`src/mcu_pkg.sv`:
```
/* Shared bus types and address map for the mini MCU fabric.
   Word accesses only; the bus has no byte enables. */
package mcu_pkg;

  localparam int unsigned XLEN = 32;

  typedef struct packed {
    logic            req;
    logic            we;
    logic [XLEN-1:0] addr;
    logic [XLEN-1:0] wdata;
  } obi_req_t;

  typedef struct packed {
    logic            gnt;
    logic            rvalid;
    logic [XLEN-1:0] rdata;
  } obi_resp_t;

  // master 0 is the host, master 1 the pre-load engine
  localparam int unsigned NUM_MASTERS = 2;

  // address map, regions selected by bits above REGION_LSB-1
  localparam int unsigned     REGION_LSB = 16;
  localparam logic [XLEN-1:0] RAM_BASE   = 32'h0000_0000;
  localparam logic [XLEN-1:0] AO_BASE    = 32'h0001_0000;

  // always-on register offsets
  localparam logic [XLEN-1:0] GPIO_OUT_OFFSET = 32'h0000_0000;
  localparam logic [XLEN-1:0] GPIO_OE_OFFSET  = 32'h0000_0004;
  localparam logic [XLEN-1:0] GPIO_IN_OFFSET  = 32'h0000_0008;
  localparam logic [XLEN-1:0] STATUS_OFFSET   = 32'h0000_000C;
  localparam logic [XLEN-1:0] EXIT_OFFSET     = 32'h0000_0010;

  localparam int unsigned DEFAULT_RAM_WORDS     = 256;
  localparam int unsigned DEFAULT_NUM_GPIO      = 8;
  localparam int unsigned DEFAULT_PRELOAD_WORDS = 16;

  // xored with the word index for each pre-loaded word
  localparam logic [XLEN-1:0] PRELOAD_KEY = 32'h5A5A_0000;

endpackage

```
`src/slave_demux.sv`:
```
/* Region decoder for RAM and always-on peripherals.
   Slaves see region offsets; anything else reads 0 but still answers. */
`timescale 1ns/1ps

module slave_demux #(
  parameter int unsigned RAM_WORDS = 256
) (
  input  logic                      clk_i,
  input  logic                      rst_n_i,
  input  mcu_pkg::obi_req_t         bus_req_i,
  output logic                      bus_rvalid_o,
  output logic [mcu_pkg::XLEN-1:0]  bus_rdata_o,
  output mcu_pkg::obi_req_t         ram_req_o,
  input  logic [mcu_pkg::XLEN-1:0]  ram_rdata_i,
  output mcu_pkg::obi_req_t         ao_req_o,
  input  logic [mcu_pkg::XLEN-1:0]  ao_rdata_i
);

  localparam int unsigned LSB = mcu_pkg::REGION_LSB;

  logic [mcu_pkg::XLEN-1:0] offset;
  logic                     ram_hit;
  logic                     ao_hit;
  logic                     ram_sel_q;
  logic                     ao_sel_q;
  logic                     valid_q;

  assign offset  = {{(mcu_pkg::XLEN - LSB){1'b0}}, bus_req_i.addr[LSB-1:0]};
  // ram region is only as large as the bank
  assign ram_hit = ((bus_req_i.addr >> LSB) == (mcu_pkg::RAM_BASE >> LSB)) &&
                   (offset[mcu_pkg::XLEN-1:2] < RAM_WORDS);
  assign ao_hit  = (bus_req_i.addr >> LSB) == (mcu_pkg::AO_BASE >> LSB);

  always_comb begin
    ram_req_o      = bus_req_i;
    ram_req_o.addr = offset;
    ram_req_o.req  = bus_req_i.req && ram_hit;
    ao_req_o       = bus_req_i;
    ao_req_o.addr  = offset;
    ao_req_o.req   = bus_req_i.req && ao_hit;
  end

  always_ff @(posedge clk_i) begin
    if (!rst_n_i) begin
      valid_q   <= 1'b0;
      ram_sel_q <= 1'b0;
      ao_sel_q  <= 1'b0;
    end else begin
      valid_q   <= bus_req_i.req;
      ram_sel_q <= bus_req_i.req && ram_hit;
      ao_sel_q  <= bus_req_i.req && ao_hit;
    end
  end

  assign bus_rvalid_o = valid_q;
  assign bus_rdata_o  = ram_sel_q ? ram_rdata_i :
                        ao_sel_q  ? ao_rdata_i  : '0;

endmodule

```
`config.mk`:
```
export PLATFORM = sky130hd
export DESIGN_NAME = slave_demux
export DESIGN_NICKNAME = d
export VERILOG_FILES = /design/src/mcu_pkg.sv /design/src/slave_demux.sv
export SDC_FILE = /design/constraint.sdc
export NUM_CORES = 1
export LEC_CHECK = 0
export BUFFER_PORTS_ARGS = -buffer_cell sky130_fd_sc_hd__buf_2
export CAP_MARGIN = 20
export CORE_AREA = 2 2 114 116
export DETAILED_ROUTE_END_ITERATION = 16
export DIE_AREA = 0 0 116 118
export PLACE_DENSITY = 0.44
export RECOVER_POWER = 25
export SYNTH_ARGS = -nofsm -noshare
export SYNTH_HDL_FRONTEND = slang
export SYNTH_SLANG_ARGS = --single-unit
```
`constraint.sdc`:
```
create_clock -name clk_i -period 2.24 [get_ports clk_i]
set_input_delay 0.336 -clock clk_i [delete_from_list [all_inputs] [get_ports clk_i]]
set_output_delay 0.336 -clock clk_i [all_outputs]
set_load 0.01 [all_outputs]
```
# Yosys cells after proc, flatten, opt, wreduce, memory -nomap -nowiden

Cells that the tools add are included.

Magnitude comparators: 1
Equal/unequal tests: 1
Mux-type cells: 2
Reductions and logical operators: 4

Operator list:

| kind                                                                           | count |
|---|---|
| 32-bit 2-to-1 mux                                                              | 2 |
| 32-bit zero test                                                               | 1 |
| 16-bit by 1-bit == test with 1-bit output (second input constant)              | 1 |
| 14-bit by 9-bit less-than comparator with 1-bit output (second input constant) | 1 |
| 1-bit logical AND                                                              | 3 |

Bits in registers: 3
Input port bits: 132
Word-level logic and storage cells: 11

# Depth between registers and ports, before layout

Depth in word-level cells: 3
Depth in mapped cells: 4
Depth with buffers taken out: 3

# Worst setup path before layout

No wires, ideal clock.

Kind: input to output
Start point: input port bus_req_i[44] (netlist name)
End point: output port ram_req_o[65] (netlist name)
Data arrival time: 1,418 ps
Data required time: 1,904 ps
Path slack: 486 ps
Stages on the path: 3
Cell sequence: or4_4 > or4_1 > nor2_1

RTL lines:

| element         | line              | source |
|---|---|---|
| start, declared | slave_demux.sv:10 | `input mcu_pkg::obi_req_t bus_req_i,` |
| end, declared   | slave_demux.sv:13 | `output mcu_pkg::obi_req_t ram_req_o,` |

==> metrics.cfg <==
[status]
run_status=finished, final reports clean

[logic_synthesis]
postSynthAreaPerCell_um2=7.53
ys_seq_area_frac=0.0413
synth-simple-area-share=0.0758
synth.distinct_cells=18
synth_cells=193
yosysWarnings=0
synth_xor_area_frac=0
syn-cell-area_um2=1450
synth_compound_area_frac=0.188
ys_seq_elements=3
synth_top_family_by_area=buffers and inverters
synth.mux.area_fraction=0
yosys-top-cells-area=buf_4 67%, a22o_1 18%, dfxtp_1 4.1%
synth_adder_area_share=0
yosysTopAreaCell=buf_4
synth_top_area_share=0.672

[sta]
drv_slew=0
rsz0062_at_grt=no
tns_ps=0
period_share=0.883
min_period_ps=1980
finalHoldViolCount=0
fmax_mhz=506
setup_viol=0

[clocking]
cts.repair.resized=0
htree_levels=1
clock-sinks=3
cts_buffers=3
clock-root-buffer=clkbuf_16
cts_hold_buf=0
clk_pin_slew_ps=30
cts_tree=done
clock_path_buffers=2
post-cts-setup-buffer-count=0

[job]
cap_violations=0

[critical_path]
critPathMaxFanout=3
endpoint_kind=output pin
cp_top_family=simple AND/OR/NAND/NOR gates
startpoint_type=input port
max_stage_delay_ps=520
crit_top_cell=buf_2
path_cells=buf_2, or4_4, or4_1, nor2_1, buf_2
crit_path_top_delay_cell=or4_4
required_ps=1900
arrival_ps=1640
crit_type=input port to output pin
critPathBufInv=2

[finish]
register_area_um2=60.1
syn2layout_area_growth_pct=7.49
drive_above_1_share=0.624
layout.nets=362
n_antenna_cell=0
multiInputGateArea_um2=505
mostFrequentLayoutCells=135 x buf_2, 32 x conb_1, 30 x a22o_1, 5 x nand2_1
fillers=1463
final_common_cell=buf_2

[floorplan]
ios=297
chipWidth_um=116
core-area_um2=12400
fp.dieArea_um2=13700
rows=41
initial_utilization=0.117
die-height_um=118

[grt]
use_met2=0.133
grt_util_met1=0.0307
grt_usage=0.0567
grt-ovfl-total=0
grt_pass1_vias=1199
grt_pass1_wl_mm=5.76
antenna_found_initial=0
grt_max_degree=31
busiest_layer=met2
met3_usage=0.0211

[routing]
dr.pass1.iters=2
routed_via_density=3.16
wl_per_cell_um=11.9
via_count=1268
wl_mm=4.79
drtIter0Drc=13
drc_errors=0
ant_nets=0

[power]
power.density_nw_per_um2=298
p_leak_uw=0.000898
power_uw=466
peakVddDrop_v=0.000288

[place]
numPortBuffers=135
gp_congestion=0.633
hpwl_mm=4.37

[min_path]
min_path_type=input port to flip-flop

[registers in the layout, summed over array words and instances (netlist names)]
name,count
bus_rvalid_o,1
ao_sel_q,1
ram_sel_q,1
[power by group]
group,internal [uW],total [uW],switching [uW]
Clock,235,280,45.3
Sequential,54.8,55.1,0.334
Combinational,64.1,131,66.5
[routing by layer]
layer,part of all wire,vias to the layer above
li1,-,560
met1,0.26,529
met2,0.56,154
met4,0.034,0
met3,0.15,25
met5,0,-
[stage by stage]
| stage | setup slack, ps | std cells | cell area (um^2) | utilization | hold slack (ps) |
|---|---|---|---|---|---|
| after global placement | 272 | 397 | 1480 | 0.119 | 572 |
| after CTS | 244 | 401 | 1560 | 0.126 | 355 |
| after global routing | 200 | 401 | 1560 | 0.126 | 385 |
| after detailed placement | 245 | 397 | 1480 | 0.119 | 571 |
| final | 262 | 401 | 1560 | 0.126 | 350 |
| after floorplan | 486 | 224 | 1570 | - | 450 |
[Yosys cell counts]
library cell,count
nand2_1,5
nand4_1,1
nor4_1,3
nor2b_1,1
o21ai_0,2
nor3_1,1
or4_1,1
and2_1,1
or4_4,1
buf_4,130
nor4b_1,1
a22o_1,30
nor2_1,3
dfxtp_1,3
conb_1,1
or4b_1,1
inv_1,1
clkbuf_1,7
[logic make-up (layout without fill, tap and decap cells)]
family | Yosys count | in the layout
other | 1 | 32
and+or+nand+nor | 19 | 19
AOI/OAI and AO/OA | 32 | 32
buffers and inverters | 138 | 143
DFF | 3 | 3
[layout make-up]
cell class,instances,share of cell area
Clock buffer,4,0.0505
Inverter,1,0.00240
Multi-Input combinational cell,83,0.324
Sequential cell,3,0.0385
Tap cell,172,0.138
Timing Repair Buffer,138,0.447
[final timing paths]
kind	startpoint	cells after the start	slack, ps	end
min	bus_req_i[65]	2	350	bus_rvalid_o
max	bus_req_i[44]	5	260	ram_req_o[65]
(Power assumes the default switching activity.)
