==> src/mcu_pkg.sv <==
/* Shared bus types and address map for the mini MCU fabric.
   Word accesses only; the bus has no byte enables. */
package mcu_pkg;

  localparam int unsigned XLEN = 32;

  typedef struct packed {
    logic            req;
    logic            we;
    logic [XLEN-1:0] addr;
    logic [XLEN-1:0] wdata;
  } obi_req_t;

  typedef struct packed {
    logic            gnt;
    logic            rvalid;
    logic [XLEN-1:0] rdata;
  } obi_resp_t;

  // master 0 is the host, master 1 the pre-load engine
  localparam int unsigned NUM_MASTERS = 2;

  // address map, regions selected by bits above REGION_LSB-1
  localparam int unsigned     REGION_LSB = 16;
  localparam logic [XLEN-1:0] RAM_BASE   = 32'h0000_0000;
  localparam logic [XLEN-1:0] AO_BASE    = 32'h0001_0000;

  // always-on register offsets
  localparam logic [XLEN-1:0] GPIO_OUT_OFFSET = 32'h0000_0000;
  localparam logic [XLEN-1:0] GPIO_OE_OFFSET  = 32'h0000_0004;
  localparam logic [XLEN-1:0] GPIO_IN_OFFSET  = 32'h0000_0008;
  localparam logic [XLEN-1:0] STATUS_OFFSET   = 32'h0000_000C;
  localparam logic [XLEN-1:0] EXIT_OFFSET     = 32'h0000_0010;

  localparam int unsigned DEFAULT_RAM_WORDS     = 256;
  localparam int unsigned DEFAULT_NUM_GPIO      = 8;
  localparam int unsigned DEFAULT_PRELOAD_WORDS = 16;

  // xored with the word index for each pre-loaded word
  localparam logic [XLEN-1:0] PRELOAD_KEY = 32'h5A5A_0000;

endpackage

==> src/pre_load_mem.sv <==
/* Writes PRELOAD_KEY xor index to the first PRELOAD_WORDS RAM words after reset.
   Runs once per reset; duration depends on competing host traffic. */
`timescale 1ns/1ps

module pre_load_mem #(
  parameter int unsigned PRELOAD_WORDS = 16
) (
  input  logic               clk_i,
  input  logic               rst_n_i,
  output mcu_pkg::obi_req_t  master_req_o,
  input  mcu_pkg::obi_resp_t master_resp_i,
  output logic               pre_load_finished_o
);

  localparam int unsigned CW = $clog2(PRELOAD_WORDS + 1);

  logic          started_q;
  logic          finished_q;
  logic [CW-1:0] issue_cnt_q;
  logic [1:0]    outst_q;
  logic          all_issued;

  assign all_issued = (issue_cnt_q == CW'(PRELOAD_WORDS));

  always_comb begin
    master_req_o.req   = started_q && !all_issued;
    master_req_o.we    = 1'b1;
    master_req_o.addr  = mcu_pkg::RAM_BASE + (mcu_pkg::XLEN'(issue_cnt_q) << 2);
    master_req_o.wdata = mcu_pkg::PRELOAD_KEY ^ mcu_pkg::XLEN'(issue_cnt_q);
  end

  always_ff @(posedge clk_i) begin
    if (!rst_n_i) begin
      started_q   <= 1'b0;
      finished_q  <= 1'b0;
      issue_cnt_q <= '0;
      outst_q     <= '0;
    end else begin
      started_q <= 1'b1;
      if (master_resp_i.gnt) begin
        issue_cnt_q <= issue_cnt_q + 1'b1;
      end
      case ({master_resp_i.gnt, master_resp_i.rvalid})
        2'b10:   outst_q <= outst_q + 1'b1;
        2'b01:   outst_q <= outst_q - 1'b1;
        default: ;
      endcase
      // last response back, nothing left to issue
      if (all_issued && master_resp_i.rvalid && outst_q == 2'd1) begin
        finished_q <= 1'b1;
      end
    end
  end

  assign pre_load_finished_o = finished_q;

endmodule

==> config.mk <==
export PLATFORM = sky130hd
export DESIGN_NAME = pre_load_mem
export DESIGN_NICKNAME = d
export VERILOG_FILES = /design/src/mcu_pkg.sv /design/src/pre_load_mem.sv
export SDC_FILE = /design/constraint.sdc
export NUM_CORES = 1
export LEC_CHECK = 0
export BUFFER_PORTS_ARGS = -buffer_cell sky130_fd_sc_hd__buf_2
export CAP_MARGIN = 20
export CELL_PAD_IN_SITES_DETAIL_PLACEMENT = 1
export CELL_PAD_IN_SITES_GLOBAL_PLACEMENT = 2
export CORE_MARGIN = 5
export CORE_UTILIZATION = 15
export CTS_CLUSTER_DIAMETER = 60
export DETAILED_ROUTE_END_ITERATION = 12
export PLACE_DENSITY = 0.89
export SETUP_SLACK_MARGIN = 0.5
export SLEW_MARGIN = 5
export SYNTH_ARGS = -nofsm -noshare
export SYNTH_HDL_FRONTEND = slang
export SYNTH_SLANG_ARGS = --single-unit
==> constraint.sdc <==
create_clock -name clk_i -period 1.44 [get_ports clk_i]
set_input_delay 0 -clock clk_i [delete_from_list [all_inputs] [get_ports clk_i]]
set_output_delay 0 -clock clk_i [all_outputs]
set_load 0.02 [all_outputs]
After elaboration in Yosys (flattened, before gate mapping)
Index checks and enable logic that the tools add are counted.
{"block": "classes", "reduce_logical": 5, "n_eq_ne": 4, "addsub": 3, "muxes": 2}
{"cell": "5-bit by 1-bit adder with 5-bit output, second input constant", "count": 1}
{"cell": "5-bit == test, second input constant", "count": 1}
{"cell": "2-bit by 1-bit == test with 1-bit output, second input constant", "count": 2}
{"cell": "2-bit case mux with 2 select lines", "count": 1}
{"cell": "1-bit logical AND", "count": 3}
{"cell": "2-bit by 1-bit adder with 2-bit output, second input constant", "count": 1}
{"cell": "2-bit == test, second input constant", "count": 1}
{"cell": "2-bit nonzero test", "count": 1}
{"cell": "2-bit by 1-bit subtractor with 2-bit output, second input constant", "count": 1}
{"cell": "1-bit zero test", "count": 1}
{"cell": "1-bit 2-to-1 mux", "count": 1}
{"block": "totals", "out_inout_bits": 67, "ff_bits": 9, "in_bits": 36}

Longest topological paths before layout
{"block": "depth", "word_depth": 3, "mapped_depth": 5}

Worst setup path before layout
No wires, ideal clock.
{"block": "synth_path", "kind": "flip-flop to flip-flop", "start": "register issue_cnt_q[0]", "end": "register issue_cnt_q[1]", "period_less_slack_ns": 1.135, "path_stages_with_launch": 5, "setup_slack_ns": 0.305, "n_path_buf": 0, "setup_time_ns": 0.115, "arrival_ns": 1.021, "required_time_ns": 1.325, "cell_sequence": "dfxtp_1 inv_1 ha_1 mux2i_1 nor2_1"}
{"block": "synth_between", "elab_chain_len": 1}
{"item": "start, declared", "line": "pre_load_mem.sv:19", "source": "logic [CW-1:0] issue_cnt_q;"}
{"item": "start signal, assigned", "line": "pre_load_mem.sv:41", "source": "issue_cnt_q <= issue_cnt_q + 1'b1;"}
{"item": "5-bit by 1-bit adder with 5-bit output", "line": "pre_load_mem.sv:41"}
No other way between the ends.
A chain may end at the register's enable or synchronous reset.

==> impl_metrics.tcl <==
set metrics [dict create \
    die_h_um 87.23 \
    hold_violations 0 \
    clock_latency_ps 230 \
    clk_pin_slew_worst_paths_ps 50 \
    critical_path_class "reg2out" \
    status "completed" \
    rr_endpoint "pre_load_finished_o" \
    ff2ff_path_depth 7 \
    ys_seq_elements 9 \
    start_util_pct 15.29 \
    rsz0062_at_grt "yes" \
    synth_cells 106 \
    cts_made_buffers 3 \
    grt_max_degree 10 \
    r2r_setup_slack_ps 270 \
    num_antenna_cells 0 \
    min_from "master_resp_i[32]" \
    drc 0 \
    via_count 565 \
    syn2layout_area_growth_pct 15.52 \
    drt_pre_antenna_iters 2 \
    drive_gt1_share_pct 37.50 \
    clockBufferDepth 2 \
    cap_violations 0 \
    clkSinkCount 9 \
    ys_seq_area_share_pct 20.14 \
    nFillCells 711 \
    ant_nets 0 \
    power_w 0.0008871 \
    hold_class "in2reg" \
    cts_tree "built" \
    cp_max_fo 2 \
    syn_area_um2 894.6 \
    fin_crit_ps 1209 \
    cts_htree_levels 1 \
    setup_viol 0 \
    r2r-start "issue_cnt_q[1]" \
    vias_per_cell 2.783 \
    final_util_pct 17.66 \
    timing.fmax_ghz 0.8269 \
    coreArea_mm2 0.005851 \
    io_buffers 15 \
    die-area_mm2 0.007608 \
    grt_pass1_vias 529 \
    nets 169 \
    io_pins 103 \
    hold_end "pre_load_finished_o" \
    min_path_cells 3 \
    yosys.cell_types.count 22 \
    hpwlAfterDp_mm 1.355 \
    required_ps 1440 \
    fin_worst_skew_ps 4.653 \
    overflow 0 \
    setup_tns_ps 0 \
    root_buffer "clkbuf_8" \
    start_kind "register" \
    p_leak_nw 0.5449 \
    synth_area_per_cell_um2 8.440 \
    yosys_warnings 0 \
    slew_violations 0 \
    die_w_um 87.23 \
    powerDensity_mw_per_mm2 858.3 \
    drtIter0Drc 22 \
    gp_congestion 0.6395 \
    row_count 28 \
    grt_pass1_wl_mm 2.325 \
    grt_antenna_before_repair 0 \
    wl_mm 1.718 \
    grtUsageTotal_pct 3.897 \
    end_kind "primary output" \
    timing.final.crit_share_pct 83.99 \
    routedWlPerCell_um 8.463 \
    ir_drop_mv 0.2300 \
    arrival_ps 1210 \
]
metal layers:
| layer | track usage, % | up-vias | wire (µm) |
|---|---|---|---|
| li1 | - | 260 | - |
| met1 | 3.907 | 259 | 558 |
| met2 | 7.108 | 43 | 894 |
| met3 | 1.798 | 3 | 251 |
| met4 | 1.255 | 0 | 13 |
| met5 | 0 | - | 0 |
synth_stat cells (all sizes together):
library cell | instances | area [µm²]
xor2 | 2 | 17.52
nor2 | 3 | 11.26
inv | 5 | 18.76
o31ai | 1 | 12.51
mux2i | 3 | 30.03
o31a | 1 | 8.760
dfxtp | 9 | 180.2
nand4 | 2 | 12.51
a21oi | 1 | 5.000
nand3 | 2 | 15.01
xnor2 | 1 | 8.760
nand2b | 2 | 12.51
nand3b | 1 | 7.510
nand2 | 4 | 15.01
o41ai | 1 | 16.27
a21bo | 1 | 10.01
conb | 2 | 7.510
ha | 4 | 50.05
buf | 61 | 455.4
worst max-delay path: stages, from the launching register on:
cell and delay (ps):
dfxtp_4 340, inv_4 50, ha_4 130, nand2_4 50, o31a_1 260, buf_6 140
layout make-up:
| cell class | count | area [µm²] | area share (%) |
|---|---|---|---|
| multi-input cells | 84 | 495.5 | 47.94 |
| flip-flops and latches | 9 | 192.7 | 18.64 |
| repair buffers | 26 | 185.2 | 17.92 |
| inverters | 5 | 21.27 | 2.058 |
| clock buffers | 4 | 45.04 | 4.358 |
| well taps | 75 | 93.84 | 9.080 |
registers in the layout, summed over array words and instances (netlist names):
register	flops
issue_cnt_q	5
outst_q	2
started_q	1
pre_load_finished_o	1
power by group:
part           internal, W  switching [W]
combinational    0.0000925       0.000219
clock             0.000193      0.0000980
sequential        0.000270      0.0000156
total             0.000555       0.000332
how the worst max path moves through the flow:
stage,startpoint,end
floorplan,outst_q[1],outst_q[1]
global placement,issue_cnt_q[0],master_req_o[65]
detailed placement,issue_cnt_q[0],master_req_o[65]
CTS,issue_cnt_q[1],master_req_o[65]
global route,issue_cnt_q[1],master_req_o[65]
finish,issue_cnt_q[1],master_req_o[65]
cell usage in the layout (no fill, tap or decap), types with 3 or more instances in the layout:
cell      synthesis  layout
mux2i_1           3       3
conb_1            2      55
buf_2             1      14
nor2_1            3       3
dfxtp_2           0       4
nand2_1           4       3
dfxtp_1           9       3
clkbuf_8          0       3
inv_2             1       3
ha_4              0       3
buf_4            60       5
buf_6             0       6
repair_timing:
item,CTS,global route
hold endpoints to repair,1,0
setup endpoints to repair,6,11
pin swaps,2,5
buffers inserted,5,5
hold buffers,1,0
resized for setup,9,13
cell families after synthesis:
kind of cell	after synthesis	share of synthesized area [%]
AOI/OAI and AO/OA	5	5.874
buffers and inverters	66	53.01
xor gates and xnor gates	3	2.938
other	2	0.8395
muxes	3	3.357
and+or+nand+nor	14	8.251
DFF	9	20.14
adders and majority gates	4	5.595
metrics by stage:
step	hold slack, ps	cell area [µm²]	cells	setup WS (ps)
final	63.35	1033	203	230.6
after global routing	69.41	1033	203	172.6
after CTS	62.76	945.9	198	185.5
after detailed placement	245.6	818.3	188	387.5
after global placement	241.2	818.3	188	401.6
after floorplan	27.72	1105	159	455.1
Note: power is estimated with default switching activity, not from simulation.
