[src/mcu_pkg.sv]
/* Shared bus types and address map for the mini MCU fabric.
   Word accesses only; the bus has no byte enables. */
package mcu_pkg;

  localparam int unsigned XLEN = 32;

  typedef struct packed {
    logic            req;
    logic            we;
    logic [XLEN-1:0] addr;
    logic [XLEN-1:0] wdata;
  } obi_req_t;

  typedef struct packed {
    logic            gnt;
    logic            rvalid;
    logic [XLEN-1:0] rdata;
  } obi_resp_t;

  // master 0 is the host, master 1 the pre-load engine
  localparam int unsigned NUM_MASTERS = 2;

  // address map, regions selected by bits above REGION_LSB-1
  localparam int unsigned     REGION_LSB = 16;
  localparam logic [XLEN-1:0] RAM_BASE   = 32'h0000_0000;
  localparam logic [XLEN-1:0] AO_BASE    = 32'h0001_0000;

  // always-on register offsets
  localparam logic [XLEN-1:0] GPIO_OUT_OFFSET = 32'h0000_0000;
  localparam logic [XLEN-1:0] GPIO_OE_OFFSET  = 32'h0000_0004;
  localparam logic [XLEN-1:0] GPIO_IN_OFFSET  = 32'h0000_0008;
  localparam logic [XLEN-1:0] STATUS_OFFSET   = 32'h0000_000C;
  localparam logic [XLEN-1:0] EXIT_OFFSET     = 32'h0000_0010;

  localparam int unsigned DEFAULT_RAM_WORDS     = 256;
  localparam int unsigned DEFAULT_NUM_GPIO      = 8;
  localparam int unsigned DEFAULT_PRELOAD_WORDS = 16;

  // xored with the word index for each pre-loaded word
  localparam logic [XLEN-1:0] PRELOAD_KEY = 32'h5A5A_0000;

endpackage

[src/ao_peripheral.sv]
/* Always-on registers for GPIO, pre-load status and simulation exit.
   NUM_GPIO must not exceed the bus width. Exit stays valid until reset. */
`timescale 1ns/1ps

module ao_peripheral #(
  parameter int unsigned NUM_GPIO = 8
) (
  input  logic                      clk_i,
  input  logic                      rst_n_i,
  input  mcu_pkg::obi_req_t         req_i,
  output logic [mcu_pkg::XLEN-1:0]  rdata_o,
  input  logic                      pre_load_finished_i,
  input  logic [NUM_GPIO-1:0]       gpio_i,
  output logic [NUM_GPIO-1:0]       gpio_o,
  output logic [NUM_GPIO-1:0]       gpio_oe_o,
  output logic                      exit_valid_o,
  output logic [mcu_pkg::XLEN-1:0]  exit_value_o
);

  logic [NUM_GPIO-1:0]      gpio_out_q;
  logic [NUM_GPIO-1:0]      gpio_oe_q;
  logic [NUM_GPIO-1:0]      gpio_meta_q;
  logic [NUM_GPIO-1:0]      gpio_sync_q;
  logic                     exit_valid_q;
  logic [mcu_pkg::XLEN-1:0] exit_value_q;
  logic [mcu_pkg::XLEN-1:0] rdata_d;
  logic [mcu_pkg::XLEN-1:0] rdata_q;
  logic                     wr_en;

  assign wr_en = req_i.req && req_i.we;

  always_ff @(posedge clk_i) begin
    if (!rst_n_i) begin
      gpio_out_q   <= '0;
      gpio_oe_q    <= '0;
      exit_valid_q <= 1'b0;
      exit_value_q <= '0;
    end else if (wr_en) begin
      case (req_i.addr)
        mcu_pkg::GPIO_OUT_OFFSET: gpio_out_q <= req_i.wdata[NUM_GPIO-1:0];
        mcu_pkg::GPIO_OE_OFFSET:  gpio_oe_q  <= req_i.wdata[NUM_GPIO-1:0];
        mcu_pkg::EXIT_OFFSET: begin
          exit_valid_q <= 1'b1;
          exit_value_q <= req_i.wdata;
        end
        default: ;
      endcase
    end
  end

  // two-stage input synchronizer
  always_ff @(posedge clk_i) begin
    gpio_meta_q <= gpio_i;
    gpio_sync_q <= gpio_meta_q;
  end

  always_comb begin
    case (req_i.addr)
      mcu_pkg::GPIO_OUT_OFFSET: rdata_d = mcu_pkg::XLEN'(gpio_out_q);
      mcu_pkg::GPIO_OE_OFFSET:  rdata_d = mcu_pkg::XLEN'(gpio_oe_q);
      mcu_pkg::GPIO_IN_OFFSET:  rdata_d = mcu_pkg::XLEN'(gpio_sync_q);
      mcu_pkg::STATUS_OFFSET:   rdata_d = mcu_pkg::XLEN'(pre_load_finished_i);
      mcu_pkg::EXIT_OFFSET:     rdata_d = exit_value_q;
      default:                  rdata_d = '0;
    endcase
  end

  always_ff @(posedge clk_i) begin
    if (req_i.req && !req_i.we) begin
      rdata_q <= rdata_d;
    end
  end

  assign rdata_o      = rdata_q;
  assign gpio_o       = gpio_out_q;
  assign gpio_oe_o    = gpio_oe_q;
  assign exit_valid_o = exit_valid_q;
  assign exit_value_o = exit_value_q;

endmodule

[config.mk]
export PLATFORM = sky130hd
export DESIGN_NAME = ao_peripheral
export DESIGN_NICKNAME = d
export VERILOG_FILES = /design/src/mcu_pkg.sv /design/src/ao_peripheral.sv
export SDC_FILE = /design/constraint.sdc
export NUM_CORES = 1
export LEC_CHECK = 0
export CAP_MARGIN = 0
export CORE_MARGIN = 3
export CORE_UTILIZATION = 55
export CTS_BUF_LIST = sky130_fd_sc_hd__clkbuf_8
export DETAILED_ROUTE_END_ITERATION = 12
export DONT_BUFFER_PORTS = 1
export HOLD_SLACK_MARGIN = 0.05
export PLACE_DENSITY_LB_ADDON = 0.12
export SLEW_MARGIN = 20
export SYNTH_ARGS = -nofsm -noshare
export SYNTH_HDL_FRONTEND = slang
export SYNTH_SLANG_ARGS = --single-unit
export TNS_END_PERCENT = 20
[constraint.sdc]
create_clock -name clk_i -period 2.35 [get_ports clk_i]
set_input_delay 0 -clock clk_i [delete_from_list [all_inputs] [get_ports clk_i]]
set_output_delay 0 -clock clk_i [all_outputs]
set_load 0.1 [all_outputs]
; ---- Word level (Yosys, flattened, before mapping)
; Cells that the tools add are included.
[totals]
mem_count = 0
out_inout_bits = 81
latch_bits = 0
mem_bits_rw = 0
input_bits = 77
mem_bits_ro = 0
reg_bits = 97
[op_classes]
n_mul = 0
mux = 1
n_eq_ne = 4
n_reduce_logical = 7
n_lt_le_gt_ge = 0
add_sub_neg = 0
bitwise_logic = 0
n_shift = 0
n_div = 0
[op_table]
columns = op, n
row1 = 32-bit one-hot mux with 5 select lines, 1
row2 = 32-bit by 4-bit equality test with 1-bit output (second input constant), 2
row3 = 32-bit by 3-bit equality test with 1-bit output (second input constant), 1
row4 = 32-bit by 5-bit equality test with 1-bit output (second input constant), 1
row5 = 32-bit logical NOT, 1
row6 = 2-bit AND reduction, 3
row7 = 1-bit logical AND, 2
row8 = 1-bit logical NOT, 1

; ---- Longest topological paths before layout
; Gate-level depths: netlist of the first run.
[logic_depth]
ltp_word = 2
mapped_depth = 5
ltp_nobuf = 4

; ---- Worst setup path after synthesis of the first run
; OpenSTA, ideal clock, no wires.
[synth_path]
path_kind = input-to-reg
start = input port req_i[64] (netlist bit)
end = register rdata_q (netlist bit rdata_o[0]) (enable)
cell_stages = 1
t_required_ps = 1925
n_path_buf = 0
path_slack_ps = 472
arrival_ps = 1452
cell_sequence = nor2b_1
[synth_via]
elab_chain_cells = 2
[synth_rtl]
columns = item, line
row1 = "start, declared", ao_peripheral.sv:10  ; input mcu_pkg::obi_req_t req_i,
row2 = 1-bit logical NOT, ao_peripheral.sv:69  ; if (req_i.req && !req_i.we) begin
row3 = 1-bit logical AND, ao_peripheral.sv:69
row4 = "end signal, assigned", ao_peripheral.sv:70  ; rdata_q <= rdata_d;
row5 = "end, declared", ao_peripheral.sv:27  ; logic [mcu_pkg::XLEN-1:0] rdata_q;
; No other way between the ends.
; A chain may end at the register's enable or synchronous reset.

; ---- Worst setup path after layout of the first run
[layout_path]
start = input port req_i[37] (netlist bit)
end = register gpio_out_q[6], in the netlist gpio_o[6]
[layout_via]
elab_chain_cells = 2
[layout_rtl]
columns = item, line
row1 = 32-bit logical NOT, ao_peripheral.sv:39  ; case (req_i.addr)
row2 = 2-bit AND reduction (no source line), n/a
row3 = "end signal, assigned", ao_peripheral.sv:40  ; mcu_pkg::GPIO_OUT_OFFSET: gpio_out_q <= req_i.wdata[NUM_GPIO-1:0];
row4 = "end, declared", ao_peripheral.sv:20  ; logic [NUM_GPIO-1:0] gpio_out_q;
; No other way between the ends.

==> load_flow_metrics.sql, run 1 <==
INSERT INTO impl_metrics (metric_group, metric, value, unit) VALUES
('global_routing', 'antenna_found_initial', '0', ''),
('die', 'floorplan.initialDensity', '0.584', ''),
('synthesis', 'syn_inst', '333', ''),
('worst_setup_path', 'timing.critical_path.fanout_max', '8', ''),
('synthesis', 'synth_fp_nets', '410', ''),
('layout', 'synthesis_to_layout_area_growth', '32.0', '%'),
('layout', 'finalNonFillerCells', '535', ''),
('layout', 'finalInstanceArea', '5070', 'µm²'),
('placed_design', 'buffer_ports.inserted', '0', ''),
('global_routing', 'globalRouteTotalUtil', '0.240', ''),
('detailed_routing', 'remaining_drc_errors', '0', ''),
('detailed_routing', 'wl_per_cell', '17.9', 'µm'),
('synthesis', 'synth_edf_count', '32', ''),
('synthesis', 'synth.distinct_cells', '32', ''),
('timing', 'achievable-frequency', '0.468', 'GHz'),
('synthesis', 'postSynth.topFlopCell', 'dfxtp_1', ''),
('global_routing', 'first_pass_grt_wire_length', '14.3', 'mm'),
('min_path', 'hold_path_class', 'input port to register', ''),
('worst_setup_path', 'cell_type_of_the_slowest_stage_on_the_worst_timing_path', 'dlygate4sd3_1', ''),
('status', 'outcome', 'finished clean', ''),
('layout', 'antenna_cells', '0', ''),
('detailed_routing', 'detail-route-antenna-nets', '0', ''),
('die', 'floorplan.die.height', '89.5', 'µm'),
('cts', 'clkLatencyLatePin', '0.35', 'ns'),
('global_routing', 'grt_max_degree', '82', ''),
('die', 'floorplan.die_area', '8020', 'µm²'),
('worst_setup_path', 'critPathRequiredTime', '2.65', 'ns'),
('timing', 'final.min_clock_period', '2.14', 'ns'),
('detailed_routing', 'drtPass1Iterations', '5', ''),
('synthesis', 'synth_area_leader_cell', 'dfxtp_1', ''),
('synthesis', 'synth.yosys.warnings', '0', ''),
('synthesis', 'synth_area_per_cell', '11.5', 'µm²'),
('synthesis', 'synthTopCellsByArea', 'dfxtp_1, edfxtp_1, mux2i_1, nand2_1, and2_1', ''),
('worst_setup_path', 'crit_path_frequent_cell', 'dlygate4sd3_1', ''),
('worst_setup_path', 'critPathKind', 'input port to register', ''),
('cts', 'cts.sinks', '97', ''),
('layout', 'filler_cell_count', '441', ''),
('power_and_ir_drop', 'leakage_component_of_the_power', '1.91', 'nW'),
('placed_design', 'post_detailed_placement_half_perimeter_wirelength', '6.09', 'mm'),
('die', 'rows', '29', ''),
('detailed_routing', 'per_cell_via_count_in_the_routed_design', '5.24', ''),
('timing', 'period_share', '0.909', ''),
('timing', 'final_count_of_hold_timing_violations', '0', ''),
('cts', 'max-clock-path-buffers', '2', ''),
('placed_design', 'place.gp.congestion', '0.838', ''),
('synthesis', 'async_reset_ff_frac', '0', ''),
('synthesis', 'ys_ff_latch', '97', ''),
('timing', 'rsz_0062_raised_after_global_routing', 'false', ''),
('timing', 'max_slew_margin', '0.356', ''),
('worst_setup_path', 'data_arrival_time_of_the_critical_path', '2.44', 'ns'),
('global_routing', 'number_of_global_route_vias_before_repair', '2744', ''),
('detailed_routing', 'drt_iter0_drc', '131', ''),
('die', 'design.core.area', '6570', 'µm²'),
('cts', 'cts_tree', 'built', ''),
('worst_setup_path', 'cp_cell_sequence', 'dlygate4sd3_1 -> nor4b_4 -> buf_4 -> and4bb_1 -> mux2i_1 -> dlygate4sd3_1', ''),
('timing', 'maxSlewViolCount', '0', ''),
('worst_setup_path', 'cp_slowest_stage_delay', '0.59', 'ns'),
('placed_design', 'dpl.cell_count', '459', ''),
('global_routing', 'globalRoute.totalOverflow', '0', ''),
('flow_run', 'cap_viol_max_count', '0', ''),
('cts', 'cts.reportedPaths.clkPinSlew', '0.10', 'ns'),
('layout', 'drive_gt1_frac', '0.195', ''),
('cts', 'cts-htree-levels', '3', ''),
('layout', 'nets', '514', ''),
('synthesis', 'yosysSeqAreaShare', '0.589', ''),
('synthesis', 'synth_most_common_cell', 'nand2_1', ''),
('cts', 'cts-resized-gates', '0', ''),
('worst_setup_path', 'timing.critical_path.to_type', 'register', ''),
('detailed_routing', 'detailroute.via_count', '2801', ''),
('worst_setup_path', 'crit_path_start_kind', 'input port', ''),
('timing', 'worst-slew-pin-transition', '0.967', 'ns');
-- cell type report --
class	count	area [µm²]	area share
Timing Repair Buffer	114	1020	0.202
Tap cell	93	116	0.0230
Inverter	1	3.75	0.000741
Sequential cell	97	2260	0.447
Multi-Input combinational cell	214	1450	0.287
Clock buffer	9	124	0.0245
Clock inverter	7	83.8	0.0165
-- worst reg2reg max path: cells and delay by family, from the launching register on --
kind / cells / cell delay [ns]
buffers and inverters: 1 / 0.56
AOI/OAI and AO/OA: 4 / 0.44
DFF: 1 / 0.35
-- where the power goes --
part / total [W] / switching, W / internal [W]
sequential: 0.00196 / 0.000192 / 0.00177
clock: 0.00111 / 0.000602 / 0.000513
combinational: 0.000157 / 0.0000737 / 0.0000833
total: 0.00323 / 0.000867 / 0.00236
-- metrics by stage --
stage | worst slack (ns) | total power, W | hold slack (ns) | utilization
global route | 0.137 | 0.00335 | 0.0883 | 0.771
CTS | 0.262 | 0.00326 | 0.0616 | 0.771
finish | 0.213 | 0.00323 | 0.0775 | 0.771
global placement | 0.700 | 0.00206 | 0.0278 | 0.646
floorplan | 0.472 | 0.00206 | 0.0277 | -
detailed placement | 0.613 | 0.00206 | 0.0278 | 0.646
-- state kept, by name, summed over array words and instances, names as in the netlist --
name / flops
gpio_oe_o: 8
rdata_o: 32
exit_value_o: 32
exit_valid_o: 1
gpio_meta_q: 8
gpio_o: 8
gpio_sync_q: 8
-- final timing paths --
kind | startpoint | to | cells after the start
max reg2reg | gpio_oe_o[0] | rdata_o[0] | 5
min reg2reg | gpio_meta_q[0] | gpio_sync_q[0] | 0
min | req_i[34] | rdata_o[7] | 3
max | req_i[37] | gpio_o[6] | 6
-- per-layer routing --
metal	routed length, µm	vias up	track usage
li1	-	1358	-
met3	752	16	0.0645
met1	3830	1291	0.293
met2	4840	136	0.402
met5	0	-	0
met4	149	0	0.0934
-- cells in the final DEF (no fill, tap or decap), types with 2 or more instances in the layout --
cell,netlist,final
a21oi_1,3,3
nor4_2,2,2
and2_1,24,24
nand2_1,82,82
and2b_1,2,2
edfxtp_1,32,32
a2bb2oi_1,7,7
buf_4,0,54
dfxtp_1,65,65
nor2_1,9,9
mux2_2,7,7
and4bb_1,2,2
dlygate4sd3_1,0,59
mux2i_1,49,49
nor4_1,5,5
clkbuf_8,0,9
a22oi_1,7,7
inv_8,0,2
-- cell families after synthesis --
logic type      after synthesis  synth area share
compound gates               20            0.0394
buf+inv                      22            0.0342
flops                        97             0.589
mux                          56             0.148
simple gates                138             0.189
(Power assumes the default switching activity.)
==> run 2, diff against run 1 <==
--- a/config.mk
+++ b/config.mk
@@ -12,7 +12,7 @@
 export DETAILED_ROUTE_END_ITERATION = 12
 export DONT_BUFFER_PORTS = 1
 export HOLD_SLACK_MARGIN = 0.05
-export PLACE_DENSITY_LB_ADDON = 0.12
+export PLACE_DENSITY = 0.83
 export SLEW_MARGIN = 20
 export SYNTH_ARGS = -nofsm -noshare
 export SYNTH_HDL_FRONTEND = slang
==> constraint.sdc (replaced) <==
create_clock -name clk_i -period 1.8 [get_ports clk_i]
set_input_delay 0 -clock clk_i [delete_from_list [all_inputs] [get_ports clk_i]]
set_output_delay 0 -clock clk_i [all_outputs]
set_load 0.1 [all_outputs]
==> run 2 against run 1 <==
Against the previous run:
- critical path depth stayed put
- clock skew rose by 0.0022 ns
- first-iteration DRC count shrank 8.4%
- critical path type unchanged
- highest routed layer unchanged
==> load_flow_metrics.sql, run 2 (synthesized netlist as in run 1, its figures left out) <==
INSERT INTO impl_metrics (metric_group, metric, value, unit) VALUES
('status', 'outcome', 'finished clean', ''),
('worst_setup_path', 'reg2reg_setup_slack', '0.17', 'ns'),
('die', 'design.core.area', '6570', 'µm²'),
('layout', 'drive_gt1_frac', '0.256', ''),
('timing', 'fin_hold_ws', '0.0658', 'ns'),
('die', 'floorplan.die.height', '89.5', 'µm'),
('timing', 'achievable-frequency', '0.593', 'GHz'),
('timing', 'setup_tns', '0', 'ns'),
('timing', 'max_slew_margin', '0.620', ''),
('timing', 'finalWorstSetupSlack', '0.114', 'ns'),
('detailed_routing', 'detail-route-antenna-nets', '0', ''),
('worst_setup_path', 'data_arrival_time_of_the_critical_path', '1.98', 'ns'),
('die', 'dieWidth', '89.5', 'µm'),
('placed_design', 'post_detailed_placement_half_perimeter_wirelength', '6.46', 'mm'),
('timing', 'final_count_of_hold_timing_violations', '0', ''),
('layout', 'nets', '537', ''),
('layout', 'layout_commonest_cell', 'buf_4', ''),
('timing', 'worst-slew-pin-transition', '0.569', 'ns'),
('worst_setup_path', 'timing.critical_path.fanout_max', '19', ''),
('layout', 'finalInstanceArea', '5220', 'µm²'),
('cts', 'cts-htree-levels', '3', ''),
('worst_setup_path', 'crit_path_start_kind', 'input port', ''),
('placed_design', 'dp_slack', '0.227', 'ns'),
('global_routing', 'grt_max_degree', '82', ''),
('detailed_routing', 'detailroute.via_count', '2914', ''),
('cts', 'cts_made_buffers', '9', ''),
('worst_setup_path', 'ff2ff_path_depth', '5', ''),
('cts', 'cts-resized-gates', '0', ''),
('global_routing', 'globalRouteTotalUtil', '0.251', ''),
('layout', 'finalNonFillerCells', '559', ''),
('layout', 'layout_common_cells', 'buf_4, nand2_1, dfxtp_1', ''),
('placed_design', 'placed_area', '4510', 'µm²'),
('global_routing', 'number_of_global_route_vias_before_repair', '3043', ''),
('layout', 'regArea', '2260', 'µm²'),
('cts', 'max-clock-path-buffers', '2', ''),
('global_routing', 'first_pass_grt_wire_length', '15.0', 'mm'),
('detailed_routing', 'drt_iter0_drc', '120', ''),
('worst_setup_path', 'timing.critical_path.to_type', 'register', ''),
('min_path', 'hp-start', 'rst_n_i', ''),
('worst_setup_path', 'critPathRequiredTime', '2.09', 'ns'),
('timing', 'timing.clock.skew', '0.0101', 'ns'),
('timing', 'setup_violations', '0', ''),
('placed_design', 'dpl.cell_count', '493', ''),
('placed_design', 'place.gp.congestion', '0.769', ''),
('global_routing', 'antenna_found_initial', '0', ''),
('power_and_ir_drop', 'power_per_cell_area', '802', 'nW/µm²'),
('min_path', 'hold_path_class', 'input port to register', ''),
('timing', 'period_share', '0.937', ''),
('worst_setup_path', 'worstSetupStartpoint', 'req_i[52]', ''),
('detailed_routing', 'remaining_drc_errors', '0', ''),
('global_routing', 'globalRoute.totalOverflow', '0', ''),
('layout', 'filler_cell_count', '390', ''),
('timing', 'maxSlewViolCount', '0', ''),
('timing', 'final.min_clock_period', '1.69', 'ns'),
('detailed_routing', 'detail_route.wirelength', '10.0', 'mm'),
('die', 'floorplan.initialDensity', '0.584', ''),
('detailed_routing', 'per_cell_via_count_in_the_routed_design', '5.21', ''),
('layout', 'synthesis_to_layout_area_growth', '35.9', '%'),
('die', 'floorplan.die_area', '8020', 'µm²'),
('timing', 'rsz_0062_raised_after_global_routing', 'false', ''),
('cts', 'cts_tree', 'built', ''),
('cts', 'cts.sinks', '97', ''),
('cts', 'cts.reportedPaths.clkPinSlew', '0.09', 'ns'),
('power_and_ir_drop', 'leakage_component_of_the_power', '2.02', 'nW'),
('cts', 'clock_tree.root_cell', 'clkbuf_8', ''),
('min_path', 'holdPathStages', '3', ''),
('worst_setup_path', 'regToRegEndpoint', 'rdata_o[0]', ''),
('worst_setup_path', 'critPathKind', 'input port to register', ''),
('power_and_ir_drop', 'vdd.ir_drop.worst', '0.676', 'mV'),
('die', 'rows', '29', ''),
('layout', 'area_used_by_multi_input_combinational_logic', '1450', 'µm²'),
('flow_run', 'cap_viol_max_count', '0', ''),
('cts', 'clkLatencyLatePin', '0.35', 'ns'),
('detailed_routing', 'drtPass1Iterations', '4', ''),
('min_path', 'hold_end', 'gpio_o[3]', ''),
('die', 'num_io_pins', '158', ''),
('worst_setup_path', 'worst_r2r_startpoint', 'exit_value_o[0]', ''),
('detailed_routing', 'wl_per_cell', '17.9', 'µm'),
('placed_design', 'buffer_ports.inserted', '0', '');
## run 2: cell types whose count changed in the layout (fill, tap and decap cells not counted), moves of 2 or more
| cell | delta |
|---|---|
| clkinv_2 | +2 |
| inv_8 | -2 |
| dlygate4sd3_1 | -11 |
| buf_4 | +33 |
## run 2: repair_timing
action                                  4_1_cts  5_1_grt
endpoints found under the hold margin        65        0
buffers inserted                              0        0
endpoints found under the setup margin        0        0
hold buffers                                 49        0
## run 2: through the flow
stage | total power (W) | util
3_5_place_dp | 0.00273 | 0.686
2_1_floorplan | 0.00269 | -
5_1_grt | 0.00431 | 0.794
4_1_cts | 0.00419 | 0.794
3_3_place_gp | 0.00272 | 0.686
6_report | 0.00418 | 0.794
## run 2: worst max-delay path, cell delays in order
cell	delay [ns]
nor4_1	0.30
nand4_1	0.28
nor3_4	0.32
buf_12	0.22
mux2i_1	0.25
dlygate4sd3_1	0.59
## run 2: power by group
part / switching, W / leakage, nW / internal, W / total (W)
Combinational: 0.000336 / 1.10 / 0.000139 / 0.000475
Clock: 0.000715 / 0.108 / 0.000675 / 0.00139
Sequential: 0.0000149 / 0.810 / 0.00230 / 0.00232
## run 2: how the worst max path moves through the flow
| stage | depth (start not counted) | endpoint | slack, ns |
|---|---|---|---|
| 2_1_floorplan | 4 | rdata_o[0] | 0.16 |
| 3_3_place_gp | 5 | exit_value_o[13] | 0.38 |
| 3_5_place_dp | 5 | exit_value_o[6] | 0.23 |
| 4_1_cts | 5 | rdata_o[0] | 0.14 |
| 5_1_grt | 6 | exit_value_o[21] | 0.008 |
| 6_report | 6 | exit_value_o[21] | 0.11 |
## run 2: layer usage
layer / routed length [µm] / vias to the layer above / track usage
met3: 655 / 16 / 0.0700
met1: 3720 / 1373 / 0.271
met4: 156 / 0 / 0.0717
li1: - / 1402 / -
met5: 0 / - / 0
met2: 5490 / 123 / 0.473
## run 2: cell type report
cell class | count | area share
Timing Repair Buffer | 137 | 0.226
Sequential cell | 97 | 0.434
Tap cell | 93 | 0.0223
Inverter | 1 | 0.000720
Clock inverter | 6 | 0.0113
Antenna cell | 1 | 0.000480
Multi-Input combinational cell | 214 | 0.279
Clock buffer | 10 | 0.0264
